**config.mk**
```make
export PLATFORM = sky130hd
export DESIGN_NAME = read_return
export DESIGN_NICKNAME = d
export VERILOG_FILES = /design/src/hw/soc_pkg.sv /design/src/hw/read_return.sv
export SDC_FILE = /design/constraint.sdc
export NUM_CORES = 1
export LEC_CHECK = 0
export BUFFER_PORTS_ARGS = -buffer_cell sky130_fd_sc_hd__buf_2
export CORE_AREA = 2 2 132 134
export CTS_CLUSTER_DIAMETER = 30
export DETAILED_ROUTE_END_ITERATION = 8
export DIE_AREA = 0 0 134 136
export PLACE_DENSITY = 0.53
export SLEW_MARGIN = 10
export SYNTH_ARGS = -nofsm -noshare
export SYNTH_HDL_FRONTEND = slang
export SYNTH_SLANG_ARGS = --single-unit
export TNS_END_PERCENT = 10
```
**constraint.sdc**
```tcl
create_clock -name CLOCK_50 -period 6.75 [get_ports CLOCK_50]
set_input_delay 1.35 -clock CLOCK_50 [delete_from_list [all_inputs] [get_ports CLOCK_50]]
set_output_delay 1.35 -clock CLOCK_50 [all_outputs]
set_load 0.01 [all_outputs]
```
**src/hw/soc_pkg.sv**
```systemverilog
package soc_pkg;

    // bus widths
    localparam int xlen = 64;                // data and address width
    localparam int ram_words = 1024;         // 32-bit words, 4 KiB
    localparam int ram_aw = $clog2(ram_words); // word index width
    localparam int sd_buf_aw = 9;            // byte index into sector buffer

    // address map
    localparam logic [xlen-1:0] ram_base = 64'h0000_0000_0000_0000;
    localparam logic [xlen-1:0] ram_size = 64'h0000_0000_0000_1000; // 4 KiB

    localparam logic [xlen-1:0] key_addr = 64'h0000_0000_1000_0000;  // ascii of last key
    localparam logic [xlen-1:0] uart_addr = 64'h0000_0000_1000_0008; // console data

    // sd card block
    localparam logic [xlen-1:0] sd_addr_reg = 64'h0000_0000_1000_0010;  // sector number
    localparam logic [xlen-1:0] sd_read_reg = 64'h0000_0000_1000_0018;  // write starts a read
    localparam logic [xlen-1:0] sd_ready_reg = 64'h0000_0000_1000_0020; // card idle
    localparam logic [xlen-1:0] sd_avail_reg = 64'h0000_0000_1000_0028; // sector in buffer
    localparam logic [xlen-1:0] sd_buf_base = 64'h0000_0000_1000_1000;  // 512-aligned window
    localparam logic [xlen-1:0] sd_buf_bytes = 64'd512;

    // load/store size, bit 2 = unsigned
    typedef enum logic [2:0] {
        lb  = 3'b000,
        lh  = 3'b001,
        lw  = 3'b010,
        ld  = 3'b011,  // also sd on the write side
        lbu = 3'b100,
        lhu = 3'b101,
        lwu = 3'b110
    } access_t;

    // request from the bus master
    typedef struct packed {
        logic [xlen-1:0] addr;
        logic [xlen-1:0] wdata;
        logic            rd;    // one-cycle strobe
        logic            wr;    // one-cycle strobe
        access_t         kind;
    } bus_req_t;

    // one-hot target select
    typedef struct packed {
        logic ram;
        logic key;
        logic uart;
        logic sd_addr;
        logic sd_read;
        logic sd_ready;
        logic sd_avail;
        logic sd_buf;
        logic none;  // nothing mapped here
    } target_sel_t;

    typedef struct packed {
        logic            valid;
        logic [xlen-1:0] data;
    } rsp_t;

endpackage

```
**src/hw/read_return.sv**
```systemverilog
`timescale 1ns/1ps

module read_return (
    input  logic                     CLOCK_50,
    input  logic                     KEY0,
    input  soc_pkg::bus_req_t        req,
    input  soc_pkg::target_sel_t     sel,
    input  soc_pkg::rsp_t            ram_rsp,
    input  soc_pkg::rsp_t            per_rsp,
    output logic [soc_pkg::xlen-1:0] rdata,
    output logic                     done
);

    logic none_q; // unmapped read, answer next cycle

    always_ff @(posedge CLOCK_50 or negedge KEY0) begin
        if (!KEY0) begin
            none_q <= 1'b0;
            done <= 1'b1; // idle bus reads as done
        end else begin
            none_q <= req.rd & sel.none;
            if (req.rd) done <= 1'b0;
            if (ram_rsp.valid || per_rsp.valid || none_q) done <= 1'b1;
        end
    end

    // capture whichever side answered
    always_ff @(posedge CLOCK_50) begin
        if (ram_rsp.valid) begin
            rdata <= ram_rsp.data;
        end else if (per_rsp.valid) begin
            rdata <= per_rsp.data;
        end else if (none_q) begin
            rdata <= '0;
        end
    end

endmodule

```
==> reports/metrics.yaml <==
outcome:
  status: "complete, no violations"
critical_path:
  r2r_slack_ps: 4910
  path_max_fanout: 67
  crit_type: "in -> reg"
  start_kind: "input pin"
  end_kind: "register"
  cp.required_ps: 6730
  arrival_ps: 3260
global_routing:
  grtUsageTotal: 0.08701
  use_met3: 0.03468
  met2_usage: 0.1405
  grt_pass1_vias: 2159
  grt.busiest_layer: "met2"
  overflow: 0
  grt_use_met1: 0.1014
  antenna_found_initial: 1
  grt_max_degree: 68
  grt_pass1_wl_um: 11690
drt:
  drc: 0
  first_pass_iters: 4
  vias_per_cell: 3.729
  drtAntennaViolNets: 0
  wl_per_cell_um: 13.76
  dr.first_iter.drc_count: 47
  wirelength_um: 7967
  vias: 2159
power:
  leakage_nw: 1.929
  power_per_cell_area_mw_per_mm2: 273.7
  ir_drop_v: 0.0001014
hold_path:
  hold_path_class: "reg -> reg"
sta:
  max-slew-margin-rel: 0.5156
  post-route-min-period_ps: 3282
  final_max_slew_viol_count: 0
  rsz0062_at_grt: "no"
  fmax_mhz: 304.7
  setup_viol: 0
  worstMarginPinSlew_ps: 726.6
  skew_ps: 5.797
  tns_ps: 0
  finalHoldViolCount: 0
  fin_crit_sh: 0.4862
cts:
  clk-insertion-delay-late_ps: 330
  post_cts_buffers: 0
  clk_transition_reported_paths_ps: 60
  cts_max_path_buffers: 2
  clock_sinks: 66
  cts_buffers: 9
  cts_htree_levels: 3
  post_cts_resized: 0
  cts_tree: "built"
  ctsHoldBuffers: 0
  root_buffer: "clkbuf_16"
die:
  die_h_um: 136
  dieArea_mm2: 0.01822
  num_io_pins: 339
  num_rows: 48
  initial_utilization: 0.1597
  core_area_mm2: 0.01688
  die_w_um: 134
synthesis:
  synth_top_family_by_area: "compound AO/OA/AOI/OAI gates"
  synth-simple-area-share: 0.01068
  synthCells: 151
  ys_ff_latch: 66
  avgSynthCellArea_um2: 17.85
  muxShareOfSynthArea: 0
  syn_nets: 425
  netlist-cell-type-count: 15
  synth-compound-area-share: 0.2094
  yosysWarnings: 0
  yosysSeqAreaShare: 0.7321
  syn_area_mm2: 0.002695
  synth_xor_area_frac: 0
  synthAdderAreaFrac: 0
final_layout:
  nets: 623
  final_common_cell: "buf_2"
  drive_gt1_frac: 0.6186
  most-common-layout-cells: "198 x buf_2, 64 x edfxtp_1, 63 x a22o_1"
  area_growth_pct: 55.48
  utilization: 0.2483
  num_antenna_cells: 0
  fillers: 1784
place:
  dpl.hpwl_um: 5899
  port_buffers: 198
  place.gp.congestion: 0.6819
run:
  drv_cap: 0
-- final cells by class --
class                   count  area (um^2)  share of cell area
well taps                 225        281.5             0.06718
multi-input cells          70        599.3              0.1430
repair buffers            201         1013              0.2419
clock inverters             7        93.84             0.02239
inverters                   1        3.754           0.0008958
flip-flops and latches     66         1973              0.4709
clock buffers               9        225.2             0.05375
-- metal layers --
layer / vias up / part of all wire
li1: 1035 / -
met1: 983 / 0.41
met2: 124 / 0.47
met3: 17 / 0.093
met4: 0 / 0.021
met5: - / 0
-- through the flow --
step	total power, mW	hold slack [ps]	area [um^2]	setup WS [ps]	std cells
global placement	0.6584	519.8	3871	3074	563
floorplan	0.5784	539.2	2695	3546	151
detailed placement	0.6619	538.4	3871	3036	563
global route	1.201	553.8	4190	3244	579
CTS	1.173	547.6	4190	3389	579
finish	1.147	541.6	4190	3468	579
-- power breakdown --
group	switching, mW	total (mW)	internal [mW]
sequential	0.00874	0.502	0.493
combinational	0.0750	0.148	0.0729
clock	0.176	0.497	0.322
total	0.259	1.15	0.888
-- synth_stat cells, drive strengths merged --
library cell / count / area [um^2]
o21ai: 1 / 5.000
and2: 1 / 6.260
buf: 13 / 121.4
dfrtp: 1 / 25.02
dfstp: 1 / 26.28
nor2b: 1 / 8.760
a22o: 63 / 551.8
inv: 1 / 3.750
edfxtp: 64 / 1922
clkbuf: 1 / 3.750
a21o: 1 / 7.510
or3: 1 / 6.260
nand2: 2 / 7.510
-- worst max-delay path, stage by stage --
cell and delay, ps:
buf_2 70, buf_4 560, or3_2 720, buf_4 520
-- final timing paths --
path	startpoint	to	cells past startpoint
max reg2reg	none_q	rdata[59]	2
min	done	done	1
max	ram_rsp[64]	rdata[59]	4
min in group asynchronous	KEY0	none_q	1
max in group asynchronous	KEY0	done	1
min reg2reg	done	done	1
-- sequential cells by signal, summed over array words and instances (netlist names) --
name    cells
done        1
none_q      1
rdata      64
-- cell families after synthesis --
kind of cell / after synthesis
compound gates: 65
buf+inv: 15
flops: 66
simple gates: 5
Note: power is estimated with default switching activity, not from simulation.
