--- src/hw/soc_pkg.sv ---
package soc_pkg;

    // bus widths
    localparam int xlen = 64;                // data and address width
    localparam int ram_words = 1024;         // 32-bit words, 4 KiB
    localparam int ram_aw = $clog2(ram_words); // word index width
    localparam int sd_buf_aw = 9;            // byte index into sector buffer

    // address map
    localparam logic [xlen-1:0] ram_base = 64'h0000_0000_0000_0000;
    localparam logic [xlen-1:0] ram_size = 64'h0000_0000_0000_1000; // 4 KiB

    localparam logic [xlen-1:0] key_addr = 64'h0000_0000_1000_0000;  // ascii of last key
    localparam logic [xlen-1:0] uart_addr = 64'h0000_0000_1000_0008; // console data

    // sd card block
    localparam logic [xlen-1:0] sd_addr_reg = 64'h0000_0000_1000_0010;  // sector number
    localparam logic [xlen-1:0] sd_read_reg = 64'h0000_0000_1000_0018;  // write starts a read
    localparam logic [xlen-1:0] sd_ready_reg = 64'h0000_0000_1000_0020; // card idle
    localparam logic [xlen-1:0] sd_avail_reg = 64'h0000_0000_1000_0028; // sector in buffer
    localparam logic [xlen-1:0] sd_buf_base = 64'h0000_0000_1000_1000;  // 512-aligned window
    localparam logic [xlen-1:0] sd_buf_bytes = 64'd512;

    // load/store size, bit 2 = unsigned
    typedef enum logic [2:0] {
        lb  = 3'b000,
        lh  = 3'b001,
        lw  = 3'b010,
        ld  = 3'b011,  // also sd on the write side
        lbu = 3'b100,
        lhu = 3'b101,
        lwu = 3'b110
    } access_t;

    // request from the bus master
    typedef struct packed {
        logic [xlen-1:0] addr;
        logic [xlen-1:0] wdata;
        logic            rd;    // one-cycle strobe
        logic            wr;    // one-cycle strobe
        access_t         kind;
    } bus_req_t;

    // one-hot target select
    typedef struct packed {
        logic ram;
        logic key;
        logic uart;
        logic sd_addr;
        logic sd_read;
        logic sd_ready;
        logic sd_avail;
        logic sd_buf;
        logic none;  // nothing mapped here
    } target_sel_t;

    typedef struct packed {
        logic            valid;
        logic [xlen-1:0] data;
    } rsp_t;

endpackage

--- src/hw/bus_decode.sv ---
`timescale 1ns/1ps

module bus_decode (
    input  soc_pkg::bus_req_t    req,
    output soc_pkg::target_sel_t sel
);

    logic [soc_pkg::xlen-1:0] ram_off; // offset into ram region
    logic [soc_pkg::xlen-1:0] buf_off; // offset into sd window

    // subtract then compare, wraps below base to a huge value
    assign ram_off = req.addr - soc_pkg::ram_base;
    assign buf_off = req.addr - soc_pkg::sd_buf_base;

    always_comb begin
        sel = '0;
        if (ram_off < soc_pkg::ram_size) begin
            sel.ram = 1'b1;
        end else if (req.addr == soc_pkg::key_addr) begin
            sel.key = 1'b1;
        end else if (req.addr == soc_pkg::uart_addr) begin
            sel.uart = 1'b1;
        end else if (req.addr == soc_pkg::sd_addr_reg) begin
            sel.sd_addr = 1'b1;
        end else if (req.addr == soc_pkg::sd_read_reg) begin
            sel.sd_read = 1'b1;
        end else if (req.addr == soc_pkg::sd_ready_reg) begin
            sel.sd_ready = 1'b1;
        end else if (req.addr == soc_pkg::sd_avail_reg) begin
            sel.sd_avail = 1'b1;
        end else if (buf_off < soc_pkg::sd_buf_bytes) begin
            sel.sd_buf = 1'b1;
        end else begin
            sel.none = 1'b1; // unmapped, read_return answers zero
        end
    end

endmodule

--- config.mk ---
export PLATFORM = sky130hd
export DESIGN_NAME = bus_decode
export DESIGN_NICKNAME = d
export VERILOG_FILES = /design/src/hw/soc_pkg.sv /design/src/hw/bus_decode.sv
export SDC_FILE = /design/constraint.sdc
export NUM_CORES = 1
export LEC_CHECK = 0
export BUFFER_PORTS_ARGS = -buffer_cell sky130_fd_sc_hd__buf_2
export CAP_MARGIN = 40
export CORE_MARGIN = 1.5
export CORE_UTILIZATION = 28
export DETAILED_ROUTE_END_ITERATION = 16
export PLACE_DENSITY = 0.81
export REMOVE_ABC_BUFFERS = 1
export SLEW_MARGIN = 15
export SYNTH_ARGS = -nofsm -noshare
export SYNTH_HDL_FRONTEND = slang
export SYNTH_SLANG_ARGS = --single-unit
--- constraint.sdc ---
create_clock -name vclk -period 2.4
set_clock_uncertainty 0.2 [all_clocks]
set_input_delay 0 -clock vclk [all_inputs]
set_output_delay 0 -clock vclk [all_outputs]
set_load 0.01 [all_outputs]
==> key figures <==
Run status
  • Status: finished with violations
  • Failing checks: setup timing

Power and ir drop
  • Pwr dens: 104.1 nW/um^2
  • Switching pwr: 0.00009014 W
  • Reg power frac: 0%
  • Peak VDD IR: 0.06801 mV
  • Combinational cell fraction of total power: 100.0%
  • Sw frac: 45.87%
  • Cell-internal power: 0.0001064 W
  • Clock power frac: 0%
  • Lkg Pwr: 0.8309 nW
  • Final Power: 0.0001965 W

Floorplanning
  • Ports: 142
  • Starting density of the core: 30.04%
  • Die Area: 3684 um^2
  • FP Rows: 20
  • Core box area: 3103 um^2
  • Die Y: 60.70 um
  • Die X-Extent: 60.70 um

Timing
  • Max_slew headroom: 71.23%
  • Hold WS: 0.1628 ns
  • Fin crit share: 119.4%
  • Number of setup violations in the final report: 8
  • Max Fclk: 348.8 MHz
  • Worst setup slack after layout: -0.4666 ns
  • Max-slew violations: 0
  • Setup TNS: -1.385 ns
  • RSZ-0062 raised after global routing: true
  • Least-Margin Pin Slew: 0.4276 ns
  • Hold Vio Cnt, Final: 0
  • Clock period minus worst slack: 2.867 ns

Synthesis
  • Post-Synth Simple-Gate Area: 62.28%
  • Largest family of logic cells by synthesized area: simple AND/OR/NAND/NOR gates
  • Syn. warnings: 0
  • Synth top area share: 8.591%
  • Synth Cell Area: 932.1 um^2
  • Post-synthesis mux area share: 3.356%
  • Area contributors post-synth: nor3_1 (8.6%), nor4_1 (6.7%), nor2_1 (6.0%)
  • Synth Area in Compound Gates: 25.77%
  • Synth Area in Adders: 0%
  • Post-synthesis sequential area ratio: 0%
  • Syn_area_per_cell: 6.518 um^2
  • Yosys top cell by area: nor3_1
  • Synth Area in XOR/XNOR: 6.577%
  • Syn Inst Count: 143
  • Yosys cell types: 42

Critical path
  • Critical path class: input pin to output port
  • Most used cell, CP: or4_4
  • Slowest cell on the critical path: or4_4
  • Setup crit start kind: input pin
  • Cell family with most CP delay: simple AND/OR/NAND/NOR gates
  • Crit path required time: 2.20 ns
  • CP bufs+invs: 2
  • Worst Path Max Fanout: 3
  • Critical Path Sink Type: output port
  • CP Cell Sequence: buf_6, or4_4, or4_4, a2111o_1, or4_4, a2111oi_4, o2111a_2, a211oi_2, buf_2
  • CP peak stage delay: 0.54 ns
  • Crit path DAT: 2.67 ns
  • WP depth: 9

Global route
  • Tot GR Track Use: 23.78%
  • Congestion Overflow GR: 0
  • Largest net degree at the start of global routing: 8
  • First-pass GRT wire length: 6741 um
  • Initial antenna violation count: 0
  • Vias in the first global route: 1,593

Hold path
  • Worst Hold Depth: 4
  • Hold Startpoint: req[72]
  • Class of the worst hold path: input pin to output port
  • Min-Delay Endpoint: sel[4]

Drt
  • Drt wl/cell: 13.81 um
  • Drt first-iter violations: 79
  • Vias/cell: 5.300
  • Detailed-route via count: 1,680
  • WL final: 4378 um
  • Final ANT Viol Nets: 0
  • Pre-antenna DRT Iters: 4
  • Residual DRC count: 0

Cells and area
  • Share of cells above drive strength 1: 58.61%
  • Post-route insts no fill: 317
  • Register area: 0 um^2
  • FF+latch count: 0
  • Number of clock buffers in the layout: 0
  • Nets: 408
  • Fillers: 321
  • Area growth, synth to finish: 102.4%
  • Ant diodes: 0

Clocking
  • # hold bufs at CTS: 0

Flow run
  • Max-Cap Viols: 0

Placement
  • PortBufs: 73
  • Placed cell count: 317
  • Post-DP HPWL: 3829 um
  • GPL Wtd Cong: 0.9901
-- placed cells by master, fill, tap and decap left out, types with 2 or more instances in the layout --
master     count
buf_6          3
inv_1          2
a21oi_1        2
nor4_1         9
mux2i_1        2
nand2_1       11
nor3_1        11
nor3_2         5
nor4b_1        3
or4_4          3
or3_1          3
buf_2         72
o21ai_0        5
and4_1         2
o2111ai_1      2
xor2_1         4
or2_2          5
or4_1          4
nand3_1        5
nor2_1        14
or3_4          2
o41ai_1        3
and3_1         2
a21boi_0       2
nand4b_1       3
o31ai_1        4
buf_4         58
nand4_1        4
xnor2_1        3
nand2b_1       4
-- layer usage --
metal / wire (um) / GRT usage, % / part of all wire [%] / vias up
met5: 0 / 0 / 0 / -
met4: 95 / 4.969 / 2.2 / 0
met3: 345 / 3.838 / 7.9 / 12
met2: 2065 / 44.09 / 47 / 88
met1: 1870 / 28.70 / 43 / 734
li1: - / - / - / 846
-- stage by stage --
| step | setup slack, ns | util [%] | area (um^2) |
|---|---|---|---|
| after detailed placement | -0.5488 | 57.74 | 1792 |
| after CTS | -0.4402 | 60.12 | 1866 |
| final | -0.4666 | 60.81 | 1887 |
| after global placement | -0.5107 | 57.74 | 1792 |
| after floorplan | -0.2676 | - | 920.9 |
| after global routing | -0.5419 | 60.81 | 1887 |
-- layout make-up --
cell class                 instances  area, um^2  share of cell area, %
inverter                           2       7.507                 0.3979
multi-input combinational        138       994.7                  52.72
tap                               44       55.05                  2.918
timing repair buffer             133       829.5                  43.97
-- worst max-delay path by stage --
stage,start,endpoint,slack [ns]
after floorplan,req[108],sel[0],-0.27
after global placement,req[108],sel[0],-0.51
after detailed placement,req[108],sel[0],-0.55
after CTS,req[108],sel[0],-0.44
after global routing,req[108],sel[0],-0.54
final,req[108],sel[0],-0.47
-- synth_stat cells --
| master | instances |
|---|---|
| nand3_1 | 5 |
| a211oi_2 | 1 |
| nor3b_1 | 1 |
| nand2b_1 | 5 |
| or4b_2 | 1 |
| a2111o_1 | 1 |
| nor4b_1 | 4 |
| a2111oi_4 | 1 |
| o21a_1 | 1 |
| o311ai_0 | 1 |
| a222oi_1 | 1 |
| or2_1 | 1 |
| clkbuf_1 | 2 |
| buf_1 | 1 |
| or4_1 | 4 |
| o211a_1 | 1 |
| o2111a_2 | 1 |
| a21oi_1 | 2 |
| o41ai_1 | 4 |
| or3_1 | 4 |
| xor2_1 | 4 |
| and2_1 | 1 |
| nor2_1 | 15 |
| o31ai_1 | 4 |
| and4_1 | 2 |
| o2111ai_1 | 2 |
| nand2_1 | 12 |
| a21boi_0 | 2 |
| inv_1 | 2 |
| o211ai_1 | 1 |
| nor3_1 | 16 |
| o21ai_0 | 5 |
| or4_4 | 3 |
| mux2i_1 | 2 |
| mux2_1 | 1 |
| nand4_1 | 4 |
| nand4b_1 | 3 |
| or3_2 | 1 |
| xnor2_1 | 3 |
| or2_2 | 5 |
| nor4_1 | 10 |
| and3_1 | 3 |
-- logic make-up (layout without fill, tap and decap cells) --
kind of cell | after synthesis | count (layout)
mux | 3 | 3
simple gates | 100 | 100
buf+inv | 5 | 135
compound gates | 28 | 28
xor+xnor | 7 | 7
-- power by group through the flow --
stage | clock network [W] | logic [W] | registers, W
6_report | 0 | 0.000197 | 0
5_1_grt | 0 | 0.000215 | 0
4_1_cts | 0 | 0.000193 | 0
3_5_place_dp | 0 | 0.000189 | 0
3_3_place_gp | 0 | 0.000186 | 0
2_1_floorplan | 0 | 0.0000496 | 0
-- tightest hold or removal path: cells and delay by family --
| family | cells | cell delay (ns) |
|---|---|---|
| buffers and inverters | 2 | 0.24 |
| and+or+nand+nor | 2 | 0.11 |
-- timing repair --
action / CTS / global route
setup buffers: 0 / 0
pin swaps: 10 / 2
resized for setup: 15 / 4
setup endpoints to repair: 9 / 9
Note: power is estimated with default switching activity, not from simulation.
