File: config.mk
export PLATFORM = sky130hd
export DESIGN_NAME = periph_regs
export DESIGN_NICKNAME = d
export VERILOG_FILES = /design/src/hw/soc_pkg.sv /design/src/hw/periph_regs.sv
export SDC_FILE = /design/constraint.sdc
export NUM_CORES = 2
export LEC_CHECK = 0
export BUFFER_PORTS_ARGS = -buffer_cell sky130_fd_sc_hd__clkbuf_2
export CAP_MARGIN = 30
export CORE_MARGIN = 1.5
export CORE_UTILIZATION = 59
export CTS_BUF_LIST = sky130_fd_sc_hd__clkbuf_4
export CTS_CLUSTER_DIAMETER = 40
export CTS_CLUSTER_SIZE = 14
export DETAILED_ROUTE_END_ITERATION = 16
export HOLD_SLACK_MARGIN = 0.02
export PLACE_DENSITY = 0.79
export RECOVER_POWER = 100
export SLEW_MARGIN = 5
export SYNTH_ARGS = -nofsm -noshare
export SYNTH_HDL_FRONTEND = slang
export SYNTH_SLANG_ARGS = --single-unit
export TNS_END_PERCENT = 1
File: constraint.sdc
create_clock -name CLOCK_50 -period 2.24 [get_ports CLOCK_50]
set_input_delay 0.56 -clock CLOCK_50 [delete_from_list [all_inputs] [get_ports CLOCK_50]]
set_output_delay 0.56 -clock CLOCK_50 [all_outputs]
set_load 0.01 [all_outputs]
File: src/hw/soc_pkg.sv
package soc_pkg;

    // bus widths
    localparam int xlen = 64;                // data and address width
    localparam int ram_words = 1024;         // 32-bit words, 4 KiB
    localparam int ram_aw = $clog2(ram_words); // word index width
    localparam int sd_buf_aw = 9;            // byte index into sector buffer

    // address map
    localparam logic [xlen-1:0] ram_base = 64'h0000_0000_0000_0000;
    localparam logic [xlen-1:0] ram_size = 64'h0000_0000_0000_1000; // 4 KiB

    localparam logic [xlen-1:0] key_addr = 64'h0000_0000_1000_0000;  // ascii of last key
    localparam logic [xlen-1:0] uart_addr = 64'h0000_0000_1000_0008; // console data

    // sd card block
    localparam logic [xlen-1:0] sd_addr_reg = 64'h0000_0000_1000_0010;  // sector number
    localparam logic [xlen-1:0] sd_read_reg = 64'h0000_0000_1000_0018;  // write starts a read
    localparam logic [xlen-1:0] sd_ready_reg = 64'h0000_0000_1000_0020; // card idle
    localparam logic [xlen-1:0] sd_avail_reg = 64'h0000_0000_1000_0028; // sector in buffer
    localparam logic [xlen-1:0] sd_buf_base = 64'h0000_0000_1000_1000;  // 512-aligned window
    localparam logic [xlen-1:0] sd_buf_bytes = 64'd512;

    // load/store size, bit 2 = unsigned
    typedef enum logic [2:0] {
        lb  = 3'b000,
        lh  = 3'b001,
        lw  = 3'b010,
        ld  = 3'b011,  // also sd on the write side
        lbu = 3'b100,
        lhu = 3'b101,
        lwu = 3'b110
    } access_t;

    // request from the bus master
    typedef struct packed {
        logic [xlen-1:0] addr;
        logic [xlen-1:0] wdata;
        logic            rd;    // one-cycle strobe
        logic            wr;    // one-cycle strobe
        access_t         kind;
    } bus_req_t;

    // one-hot target select
    typedef struct packed {
        logic ram;
        logic key;
        logic uart;
        logic sd_addr;
        logic sd_read;
        logic sd_ready;
        logic sd_avail;
        logic sd_buf;
        logic none;  // nothing mapped here
    } target_sel_t;

    typedef struct packed {
        logic            valid;
        logic [xlen-1:0] data;
    } rsp_t;

endpackage

File: src/hw/periph_regs.sv
`timescale 1ns/1ps

module periph_regs (
    input  logic                 CLOCK_50,
    input  logic                 KEY0,
    input  soc_pkg::bus_req_t    req,
    input  soc_pkg::target_sel_t sel,
    output soc_pkg::rsp_t        rsp,
    input  logic                 key_pressed,
    input  logic [7:0]           key_ascii,
    input  logic                 irq_ack,
    output logic [3:0]           irq_vector,
    output logic [31:0]          sd_addr,
    output logic                 sd_rd_start,
    input  logic                 sd_byte_valid,
    input  logic [7:0]           sd_byte,
    input  logic                 sd_ready,
    output logic                 uart_wr,
    output logic [31:0]          uart_data
);

    logic [7:0] ascii_q;                     // last key seen
    logic [7:0] sbuf [0:soc_pkg::sd_buf_bytes-1];
    logic [soc_pkg::sd_buf_aw-1:0] sd_idx;   // fill pointer
    logic sd_valid_d;
    logic sd_avail;
    logic byte_rise;
    logic [7:0] byte_q;                      // buffer read port
    logic per_hit;
    logic [soc_pkg::xlen-1:0] rd_mux;
    logic [soc_pkg::xlen-1:0] data_q;
    logic buf_rd_q;                          // answer comes from byte_q
    logic valid_q;

    assign byte_rise = sd_byte_valid & ~sd_valid_d;
    assign per_hit = sel.key | sel.uart | sel.sd_addr | sel.sd_read | sel.sd_ready
                   | sel.sd_avail | sel.sd_buf;

    always_ff @(posedge CLOCK_50 or negedge KEY0) begin
        if (!KEY0) begin
            ascii_q <= '0;
            irq_vector <= '0;
        end else begin
            if (key_pressed) ascii_q <= key_ascii;
            if (key_pressed && key_ascii != 8'd0) irq_vector <= 4'd1;
            if (irq_ack) irq_vector <= 4'd0; // ack wins
        end
    end

    // sd side, bytes land on rising edge of the valid level
    always_ff @(posedge CLOCK_50 or negedge KEY0) begin
        if (!KEY0) begin
            sd_addr <= '0;
            sd_rd_start <= 1'b0;
            sd_avail <= 1'b0;
            sd_idx <= '0;
            sd_valid_d <= 1'b0;
        end else begin
            sd_valid_d <= sd_byte_valid;
            sd_rd_start <= req.wr & sel.sd_read;
            if (req.wr && sel.sd_addr) sd_addr <= req.wdata[31:0];
            if (byte_rise) begin
                sd_idx <= sd_idx + 1'b1;       // wraps after 512
                if (sd_idx == '1) sd_avail <= 1'b1;
            end
            if (req.wr && sel.sd_read) begin
                sd_avail <= 1'b0;              // new sector on its way
                sd_idx <= '0;
            end
        end
    end

    always_ff @(posedge CLOCK_50) begin
        if (byte_rise) sbuf[sd_idx] <= sd_byte;
        byte_q <= sbuf[req.addr[soc_pkg::sd_buf_aw-1:0]];
    end

    // console strobe, wr is already a single-cycle pulse
    always_ff @(posedge CLOCK_50 or negedge KEY0) begin
        if (!KEY0) uart_wr <= 1'b0;
        else uart_wr <= req.wr & sel.uart;
    end

    always_ff @(posedge CLOCK_50) begin
        if (req.wr && sel.uart) uart_data <= req.wdata[31:0];
    end

    always_comb begin
        rd_mux = '0;
        if (sel.key) rd_mux[7:0] = ascii_q;
        if (sel.sd_addr) rd_mux[31:0] = sd_addr; // readback
        if (sel.sd_ready) rd_mux[0] = sd_ready;
        if (sel.sd_avail) rd_mux[0] = sd_avail;
    end

    always_ff @(posedge CLOCK_50) begin
        data_q <= rd_mux;
        buf_rd_q <= sel.sd_buf;
    end

    always_ff @(posedge CLOCK_50 or negedge KEY0) begin
        if (!KEY0) valid_q <= 1'b0;
        else valid_q <= req.rd & per_hit;
    end

    assign rsp.valid = valid_q;
    assign rsp.data = buf_rd_q ? {{(soc_pkg::xlen-8){1'b0}}, byte_q} : data_q;

endmodule

==> results.yml <==
status:
  status: "complete, but fails checks"
  violations: "max-capacitance violations, max-slew violations, negative setup slack"
layout:
  drive_gt1_frac: 0.3267
  final_util: 0.6937
  fillers: 16420
  multi_input_area_um2: 36040
  fin_cells: 14590
  largest_reg_flops: 4096
  regMostFlops: "sbuf"
  fin_area_um2: 192300
  area_delta_synth_final_pct: 16.68
  fin_nets: 10650
  seqCellArea_um2: 126200
place:
  dp_slack_ps: -1868
  place_area_um2: 183600
  hpwlAfterDp_um: 301500
  io_buffers: 171
  place_congestion: 1.025
  dp_cells: 13600
sta:
  slew-limit-headroom: -0.7311
  clock_skew_ps: 127.5
  post-route-period-util: 1.339
  setup_viol_count_final: 1697
  grt_setup_unrepaired: "yes"
  finalSetupTns_ps: -305870
  hold_viol: 0
  fin_crit_ps: 2998
  fmax_mhz: 333.5
  hold_ws_ps: 113.4
  fin_ws_ps: -758.3
  worst_pin_slew_ps: 2597
  finalMaxSlewViolations: 257
clocking:
  clkTransAtPathRegs_ps: 130
  htree_levels: 5
  clockBufferDepth: 4
  cts_buffers: 460
  clkLatencyLatePin_ps: 1450
  cts_sinks: 4224
  cts-root-buf: "clkbuf_4"
  cts_tree: "done"
yosys:
  netlist_area_um2: 164800
  yosysTopAreaCell: "edfxtp_1"
  ys_types: 73
  avgSynthCellArea_um2: 19.50
  synth.area.top_cells: "edfxtp_1, mux4_2, mux2i_1"
  synth_edf_count: 4128
  yosysMostFrequentCell: "edfxtp_1"
  synth_top_area_share: 0.7520
  synth_common_cells: "edfxtp_1, mux2i_1, mux4_2"
  ys_seq_area_frac: 0.7654
  synth_ff_type: "edfxtp_1"
  synth_seq_cells: 4224
  syn_inst: 8451
  yosys_warnings: 0
  ys_async_sr_fraction: 0.01302
floorplan:
  dieWidth_um: 531.6
  core_um2: 277200
  rows: 193
  dieHeight_um: 531.6
  num_io_pins: 299
  die_area_um2: 282600
  start_util: 0.5946
power:
  power_leakage_nw: 65.26
  peakVddDrop_mv: 0.5929
  fin_total_pwr_mw: 144.1
  p_per_area_nw_per_um2: 749.1
critical_path:
  crit_chain: "clkbuf_16 -> buf_12 -> nor2b_4 -> buf_6"
  ff2ff_setup_slack_ps: -490
  arrival_ps: 2440
  cp-end-kind: "output port"
  required_ps: 1680
  critical_path_class: "register to output port"
  cp_slowest_cell: "dfxtp_4"
  startpoint_type: "register"
  cp_max_fo: 14
  slowest_delay_ps: 390
routing:
  wl_per_cell_um: 31.36
  viasPerCell: 6.606
  antenna_left: 0
  vias: 96380
  wl_um: 457500
  dr.pass1.iters: 6
  drc: 0
  first_iter_violations: 14640
global_routing:
  overflow: 0
  antenna_found_initial: 21
  grt_max_degree: 126
  grt_pass1_vias: 96180
  grt_pass1_wl_um: 650400
  track_usage: 0.3156
run:
  max_cap_viol_count: 8
hold_path:
  hp-class: "primary input to register"
where the power goes:
group          total, mW  switching (mW)  internal (mW)
combinational       10.0            6.07           3.95
sequential          87.2           0.302           86.9
clock               46.9            27.3           19.6
total                144            33.7            110
what timing repair did:
item,CTS,global route
buffers inserted,2,0
hold buffers,122,0
setup endpoints to repair,113,123
hold endpoints to repair,4243,0
pin swaps,10,4
resized for setup,61,87
cloned,0,1
worst max-delay path: cells and delay by family, from the launching register on:
family	cells	cell delay, ps
flip-flops	1	390
buffers and inverters	3	450
AND/OR/NAND/NOR	1	180
cells in the final DEF (no fill, tap or decap), types with 45 or more instances in the layout:
master / count
dlygate4sd3_1: 121
nor3_1: 188
o221ai_1: 214
clkinvlp_4: 52
dfrtp_1: 49
mux2i_1: 749
bufinv_16: 65
o22ai_1: 254
edfxtp_1: 4128
inv_6: 45
clkbuf_4: 524
buf_4: 1566
a21oi_1: 116
nor2_1: 638
clkbuf_2: 143
nand2_1: 117
clkinv_1: 59
nor4_1: 65
mux4_2: 665
clkinv_2: 57
buf_12: 169
o21ai_0: 100
area by class of cell:
cell class / count / area share
sequential: 4224 / 0.6560
clock buffer: 508 / 0.01983
multi-input combinational: 3692 / 0.1874
inverter: 5 / 0.0001301
clock inverter: 339 / 0.01987
tap: 3705 / 0.02410
timing repair buffer: 2098 / 0.09236
antenna: 19 / 0.0002472
routing by layer:
layer	GRT usage	up-vias	routed length, µm
met2	0.4942	7520	214800
met4	0.1674	12	29430
li1	-	38990	-
met5	0.002530	-	170
met1	0.4174	48380	156900
met3	0.07094	1472	56200
path summary, 6_finish.rpt:
check | cells after the start | startpoint | to
worst max-delay path | 4 | buf_rd_q | rsp[23]
worst min-delay path | 5 | req[75] | byte_q[6]
worst max register to register | 11 | sbuf[118][2] | byte_q[2]
worst min register to register | 1 | sd_addr[29] | data_q[29]
max in group asynchronous | 4 | KEY0 | irq_vector[0]
min in group asynchronous | 4 | KEY0 | sd_idx[4]
kinds of logic after synthesis:
family,share of synthesized area
buffers and inverters,0.02036
DFF,0.7654
AOI/OAI and AO/OA,0.03860
muxes,0.1397
xor gates and xnor gates,0.0003720
other,0.00002275
adders and majority gates,0.0003795
and+or+nand+nor,0.03521
No activity file was read; power rests on OpenSTA's default activity.
